--- src/cache_pkg.sv ---
/*
	Geometry and shared types of the 4-way, 16-set L1 cache
	Byte addresses split as tag | set index | byte offset
	Lines are little endian, byte 0 sits in bits 7:0
*/
package cache_pkg;

	localparam int ADDR_W = 32;
	localparam int WAYS = 4;
	localparam int SETS = 16;
	localparam int LINE_BYTES = 64;

	localparam int INDEX_W = $clog2(SETS);
	localparam int OFFSET_W = $clog2(LINE_BYTES);
	localparam int TAG_W = ADDR_W - INDEX_W - OFFSET_W;	// 22 bits
	localparam int WAY_W = $clog2(WAYS);

	localparam int LINE_W = LINE_BYTES * 8;
	localparam int DWORD_W = 64;	// Read port
	localparam int WORD_W = 32;	// Store data

	// Line status, 0 is invalid and 1 to 3 is the age
	localparam int STATUS_W = 2;
	localparam logic [STATUS_W-1:0] ST_INVALID = 2'd0;
	localparam logic [STATUS_W-1:0] ST_NEWEST = 2'd3;

	// One cache line seen as doublewords or as words
	typedef union packed {
		logic [LINE_W/DWORD_W-1:0][DWORD_W-1:0] dword;	// Read select
		logic [LINE_W/WORD_W-1:0][WORD_W-1:0] word;	// Store replicate
	} line_t;

	// Store size, 0 byte, 1 half, 2 word, 3 no write
	typedef logic [1:0] order_t;

endpackage

--- src/cache_write_ctrl.sv ---
/*
	Write port control shared by fills and stores
	A store owns the port in its cycle, a pending fill waits
	Stores must not cross the line end, extra bytes are dropped
*/
`timescale 1ns/1ps

module cache_write_ctrl (
	input  logic wr_req,
	input  logic up_req,
	input  logic [cache_pkg::ADDR_W-1:0] wr_addr,
	input  logic [cache_pkg::ADDR_W-1:0] up_addr,
	input  cache_pkg::line_t wr_data,
	input  cache_pkg::order_t up_order,
	input  logic [cache_pkg::WORD_W-1:0] up_data,
	input  logic up_hit,
	input  logic [cache_pkg::WAY_W-1:0] up_way,
	input  logic [cache_pkg::WAY_W-1:0] fill_way,
	output logic [cache_pkg::WAYS-1:0] way_wr_en,
	output logic wr_en,
	output logic [cache_pkg::LINE_BYTES-1:0] byte_en,
	output cache_pkg::line_t line_data,
	output logic [cache_pkg::INDEX_W-1:0] wr_index
);

	logic store_en;
	logic [cache_pkg::OFFSET_W-1:0] up_off;
	logic [cache_pkg::LINE_BYTES-1:0] size_mask;

	assign wr_en = wr_req && !up_req;	// Fill actually done
	assign store_en = up_req && up_hit;	// Store miss writes nothing
	assign up_off = up_addr[cache_pkg::OFFSET_W-1:0];

	always_comb begin
		case (up_order)
			2'd0: size_mask = cache_pkg::LINE_BYTES'(4'h1);
			2'd1: size_mask = cache_pkg::LINE_BYTES'(4'h3);
			2'd2: size_mask = cache_pkg::LINE_BYTES'(4'hF);
			default: size_mask = '0;
		endcase
	end

	assign byte_en = up_req ? (size_mask << up_off) : '1;

	// Store word copied to every word slot, byte enables pick the lanes
	always_comb begin
		line_data = wr_data;
		if (up_req) begin
			for (int i = 0; i < cache_pkg::LINE_W / cache_pkg::WORD_W; i++) begin
				line_data.word[i] = up_data;
			end
		end
	end

	assign wr_index = up_req ? up_addr[cache_pkg::OFFSET_W +: cache_pkg::INDEX_W]
	                         : wr_addr[cache_pkg::OFFSET_W +: cache_pkg::INDEX_W];

	always_comb begin
		for (int w = 0; w < cache_pkg::WAYS; w++) begin
			way_wr_en[w] = (store_en && up_way == cache_pkg::WAY_W'(w))
			            || (wr_en && fill_way == cache_pkg::WAY_W'(w));
		end
	end

endmodule

--- config.mk ---
export PLATFORM = sky130hd
export DESIGN_NAME = cache_write_ctrl
export DESIGN_NICKNAME = d
export VERILOG_FILES = /design/src/cache_pkg.sv /design/src/cache_write_ctrl.sv
export SDC_FILE = /design/constraint.sdc
export NUM_CORES = 1
export LEC_CHECK = 0
export BUFFER_PORTS_ARGS = -buffer_cell sky130_fd_sc_hd__buf_2
export CAP_MARGIN = 20
export CORE_AREA = 2 2 463 465
export DETAILED_ROUTE_END_ITERATION = 16
export DIE_AREA = 0 0 465 467
export MAX_ROUTING_LAYER = met4
export PLACE_DENSITY_LB_ADDON = 0.3
export SLEW_MARGIN = 20
export SYNTH_ARGS = -nofsm -noshare
export SYNTH_HDL_FRONTEND = slang
export SYNTH_SLANG_ARGS = --single-unit
--- constraint.sdc ---
create_clock -name vclk -period 2.77
set_clock_uncertainty 0.1 [all_clocks]
set_input_delay 0.1385 -clock vclk [all_inputs]
set_output_delay 0.1385 -clock vclk [all_outputs]
set_load 0.1 [all_outputs]
==> results of run 1 <==
## cell families after synthesis
family	share of synthesized area
simple gates	0.0631
buf+inv	0.402
mux	0.0147
fa+ha+maj	0.00425
compound gates	0.516
## cells in the mapped netlist
master	count
mux2_2	5
clkbuf_1	94
nor2_1	7
o22a_4	1
nand2b_1	8
buf_1	1
o32ai_1	2
ha_1	2
nand3b_1	1
or2_2	2
nor3_1	1
o21ai_0	557
o22ai_1	3
a21oi_1	5
nand3_1	7
o221ai_1	7
nor4_1	1
mux2i_1	3
or3_1	1
and2_1	2
nor2b_1	5
a31oi_1	1
inv_1	516
a211oi_1	1
o21ai_1	8
or2_1	1
o31a_1	3
buf_4	1
a22oi_1	2
nand2_1	46
o31ai_1	2
buf_2	13
## worst max path at each step
stage          cells after the start     endpoint        start
2_1_floorplan                      6  byte_en[14]  up_order[0]
3_3_place_gp                       8  byte_en[38]  up_order[0]
3_5_place_dp                       8   byte_en[2]  up_order[0]
4_1_cts                            8   byte_en[2]  up_order[0]
5_1_grt                            8   byte_en[2]  up_order[0]
6_report                           9  byte_en[10]  up_order[0]
## critical path, stage by stage
cell     delay, ns
buf_2         0.09
inv_1         0.04
ha_1          0.29
and2_1        0.19
nor3_1        0.37
a22oi_1       0.25
buf_4         0.23
o21ai_1       0.20
buf_2         0.51
## metal layers
layer,global-route usage,share of wire,vias to the layer above
met5,-,0,-
met4,0.0176,0.018,0
met3,0.158,0.20,205
met2,0.294,0.44,1230
met1,0.184,0.35,7110
li1,-,-,6934
## layout make-up
type,count,area (µm²)
antenna,311,778
inverter,516,1940
tap,2821,3530
timing repair buffer,1339,12500
fill,24800,189000
multi-input combinational,684,3640
## power by group through the flow
stage	sequential (mW)	clock, mW	combinational, mW
after floorplan	0	0	5.58
after global placement	0	0	9.80
after detailed placement	0	0	9.81
after CTS	0	0	9.83
after global routing	0	0.0000138	9.88
final	0	0.0000139	9.61
## per-stage QoR
stage	setup slack (ns)	cells	cell area (µm²)
2_1_floorplan	-0.641	1309	5940
3_3_place_gp	-0.130	5358	21600
3_5_place_dp	0.0750	5360	21600
4_1_cts	0.0719	5360	21600
5_1_grt	0.164	5642	22300
6_report	0.196	5671	22400
==> results.yml, run 1 <==
detailed_routing:
  post_drt_wl_per_cell_um: 36.4
  firstDrtPassIters: 5
  drt-total-wl_um: 207000
  postRouteAntennaNets: 0
  viasPerCell: 2.73
  first_iter_violations: 791
  drcViolationCount: 0
  vias: 15500
logic_synthesis:
  netlist-cell-type-count: 32
  yosysWarnings: 0
  syn_inst: 1309
  synth_top_area_cell: "o21ai_0"
  synthTopCellsByArea: "o21ai_0, inv_1, clkbuf_1"
  netlist_area_um2: 5890
  synth_top_area_share: 0.474
  yosysSeqAreaShare: 0
  syn-num-nets: 1928
  synth.avg_cell_area_um2: 4.50
placed_design:
  place_congestion: 0.859
  io_buffers: 1152
  place_hpwl_um: 191000
timing:
  fin_tns_setup_ns: 0
  max-slew-margin-rel: 0.420
  min_period_over_period: 0.929
  tightest_slew_ns: 0.870
  setup_violations: 0
  hold_violations: 0
  fmax_mhz: 388
  rsz0062_at_grt: "no"
  finalMaxSlewViolations: 0
  period_needed_ns: 2.57
  hold_ws_ns: 0.570
power:
  leakagePower_nw: 11.2
  p_int_mw: 2.44
  pwr-share-comb: 1.000
  p_per_area_nw_per_um2: 429
  p_sw_mw: 7.18
  ir_drop_mv: 0.189
  pwr-share-clk: 0
  switching_share: 0.746
  seqPwrFrac: 0
  finalPower_mw: 9.61
setup_path:
  start_kind: "input pin"
  critPathArrivalTime_ns: 2.34
  worstSetupPathType: "in2out"
  cp.required_ns: 2.53
  critPathMaxFanout: 3
  worstSetupEndpointType: "primary output"
final_layout:
  drive_gt1_frac: 0.544
  final_common_cell: "buf_2"
  area_growth_syn_to_layout_pct: 280
  mostFrequentLayoutCells: "buf_2, o21ai_1, inv_1, buf_12, buf_4"
  fin_nets: 3160
  register_area_um2: 0
  seq_cells: 0
  post-route-util: 0.106
  clkbuf_count: 0
floorplan:
  pin_count: 1202
  core-area_um2: 212000
  num_rows: 169
  die_w_um: 465
  fp.dieArea_um2: 217000
  start_util: 0.0278
  fp.dieH_um: 467
clock_tree:
  ctsHoldBuffers: 0
  post_cts_buffers: 0
  cts_resized: 0
grt:
  antenna_found_initial: 424
  grt_use_total: 0.188
  grt_max_degree: 153
  grt_overflow: 0
  grt_pass1_wl_um: 240000
  grt_pass1_vias: 14800
outcome:
  status: "finished clean"
job:
  max-cap-violations: 0
hold_path:
  min_from: "wr_data[418]"
  hold-path-endpoint: "line_data[418]"
  hp-class: "in2out"
  holdPathStages: 4
No activity file was read; power rests on OpenSTA's default activity.
==> run 2, diff against run 1 <==
==> constraint.sdc (replaced) <==
create_clock -name vclk -period 3.34
set_clock_uncertainty 0.1 [all_clocks]
set_input_delay 0.167 -clock vclk [all_inputs]
set_output_delay 0.167 -clock vclk [all_outputs]
set_load 0.1 [all_outputs]
==> results.yml, run 2 (synthesis results as in run 1) <==
detailed_routing:
  viasPerCell: 2.69
  drcViolationCount: 0
  drt-total-wl_um: 195000
  postRouteAntennaNets: 0
  first_iter_violations: 580
  post_drt_wl_per_cell_um: 35.4
  firstDrtPassIters: 7
  vias: 14800
timing:
  min_period_over_period: 0.762
  tightest_slew_ns: 0.976
  hold_violations: 0
  rsz0062_at_grt: "no"
  setup_violations: 0
  finalMaxSlewViolations: 0
  fin_tns_setup_ns: 0
  period_needed_ns: 2.54
  fmax_mhz: 393
  max-slew-margin-rel: 0.350
final_layout:
  clkbuf_count: 0
  final_common_cell: "buf_2"
  drive_gt1_frac: 0.516
  register_area_um2: 0
  fin_nets: 3058
  area_growth_syn_to_layout_pct: 235
  mostFrequentLayoutCells: "buf_2, o21ai_0, inv_1, buf_12, buf_4"
  seq_cells: 0
  final_area_um2: 19700
setup_path:
  cp.required_ns: 3.07
  slowest_stage: "a211oi_1"
  worstSetupEndpointType: "primary output"
  cp_num_buf_inv: 2
  critPathMaxFanout: 95
  critPathMaxStageDelay_ns: 0.71
  cp_cell_sequence: "buf_8 -> o31ai_1 -> a211oi_1 -> a21oi_1 -> buf_2"
  critPathArrivalTime_ns: 2.28
  path_delay_family: "compound AO/OA/AOI/OAI gates"
  start_kind: "input pin"
  worstSetupPathType: "in2out"
power:
  p_per_area_nw_per_um2: 369
  switching_share: 0.789
  seqPwrFrac: 0
  leakagePower_nw: 10.0
  p_int_mw: 1.53
  pwr-share-comb: 1.000
  p_sw_mw: 5.74
  pwr-share-clk: 0
  finalPower_mw: 7.27
  ir_drop_mv: 0.159
clock_tree:
  cts_resized: 0
  post_cts_buffers: 0
  ctsHoldBuffers: 0
placed_design:
  place_hpwl_um: 182000
  io_buffers: 1152
  placed_area_um2: 19100
  place_congestion: 0.909
hold_path:
  min_from: "wr_data[53]"
  holdPathStages: 4
  hold-path-endpoint: "line_data[53]"
  hp-class: "in2out"
floorplan:
  fp.dieArea_um2: 217000
  fp.dieH_um: 467
  die_w_um: 465
  num_rows: 169
  start_util: 0.0278
  pin_count: 1202
  core-area_um2: 212000
grt:
  grt_max_degree: 111
  grt_overflow: 0
  grt_pass1_wl_um: 227000
  grt_use_total: 0.177
  antenna_found_initial: 384
  grt_pass1_vias: 14500
job:
  max-cap-violations: 0
outcome:
  status: "finished clean"
==> run 2: cell count changes in the layout (fill, tap and decap cells not counted), moves of 47 or more <==
cell,before,now
o21ai_1,557,33
buf_4,192,145
diode_2,311,257
buf_2,792,860
o21ai_0,8,532
buf_12,353,231
==> run 2: through the flow <==
step,instances,setup slack [ns],util,hold WS [ns]
finish,5515,0.795,0.0930,0.679
global route,5498,0.608,0.0928,0.689
CTS,5258,0.795,0.0900,0.682
detailed placement,5258,0.791,0.0900,0.683
global placement,5258,0.889,0.0900,0.680
floorplan,1309,-0.348,-,0.685
==> run 2: area by class of cell <==
cell class                 count  area, µm²
fill                       25000     192000
multi-input combinational    684       3550
antenna                      257        643
inverter                     516       1940
tap                         2821       3530
timing repair buffer        1237      10000
==> run 2: worst max-delay path by stage <==
stage | start | endpoint | depth (start not counted)
after floorplan | up_req | way_wr_en[2] | 4
after global placement | up_req | byte_en[8] | 5
after detailed placement | up_req | byte_en[8] | 5
after CTS | up_req | byte_en[8] | 5
after global routing | up_req | byte_en[8] | 5
final | up_req | byte_en[24] | 5
==> run 2: routing by layer <==
layer / up-vias / GRT usage / share of wire
li1: 6643 / - / -
met1: 6849 / 0.168 / 0.34
met2: 1148 / 0.296 / 0.47
met3: 198 / 0.131 / 0.17
met4: 0 / 0.0214 / 0.020
met5: - / - / 0
==> run 2: tightest hold or removal path, stage by stage <==
cell	delay (ns)
buf_2	0.10
inv_1	0.04
o21ai_0	0.11
buf_12	0.19
==> run 2: power groups by stage <==
stage / registers (mW) / logic (mW) / clock network, mW
2_1_floorplan: 0 / 4.53 / 0
3_3_place_gp: 0 / 7.43 / 0
3_5_place_dp: 0 / 7.43 / 0
4_1_cts: 0 / 7.45 / 0
5_1_grt: 0 / 7.48 / 0.00000972
6_report: 0 / 7.27 / 0.00000964
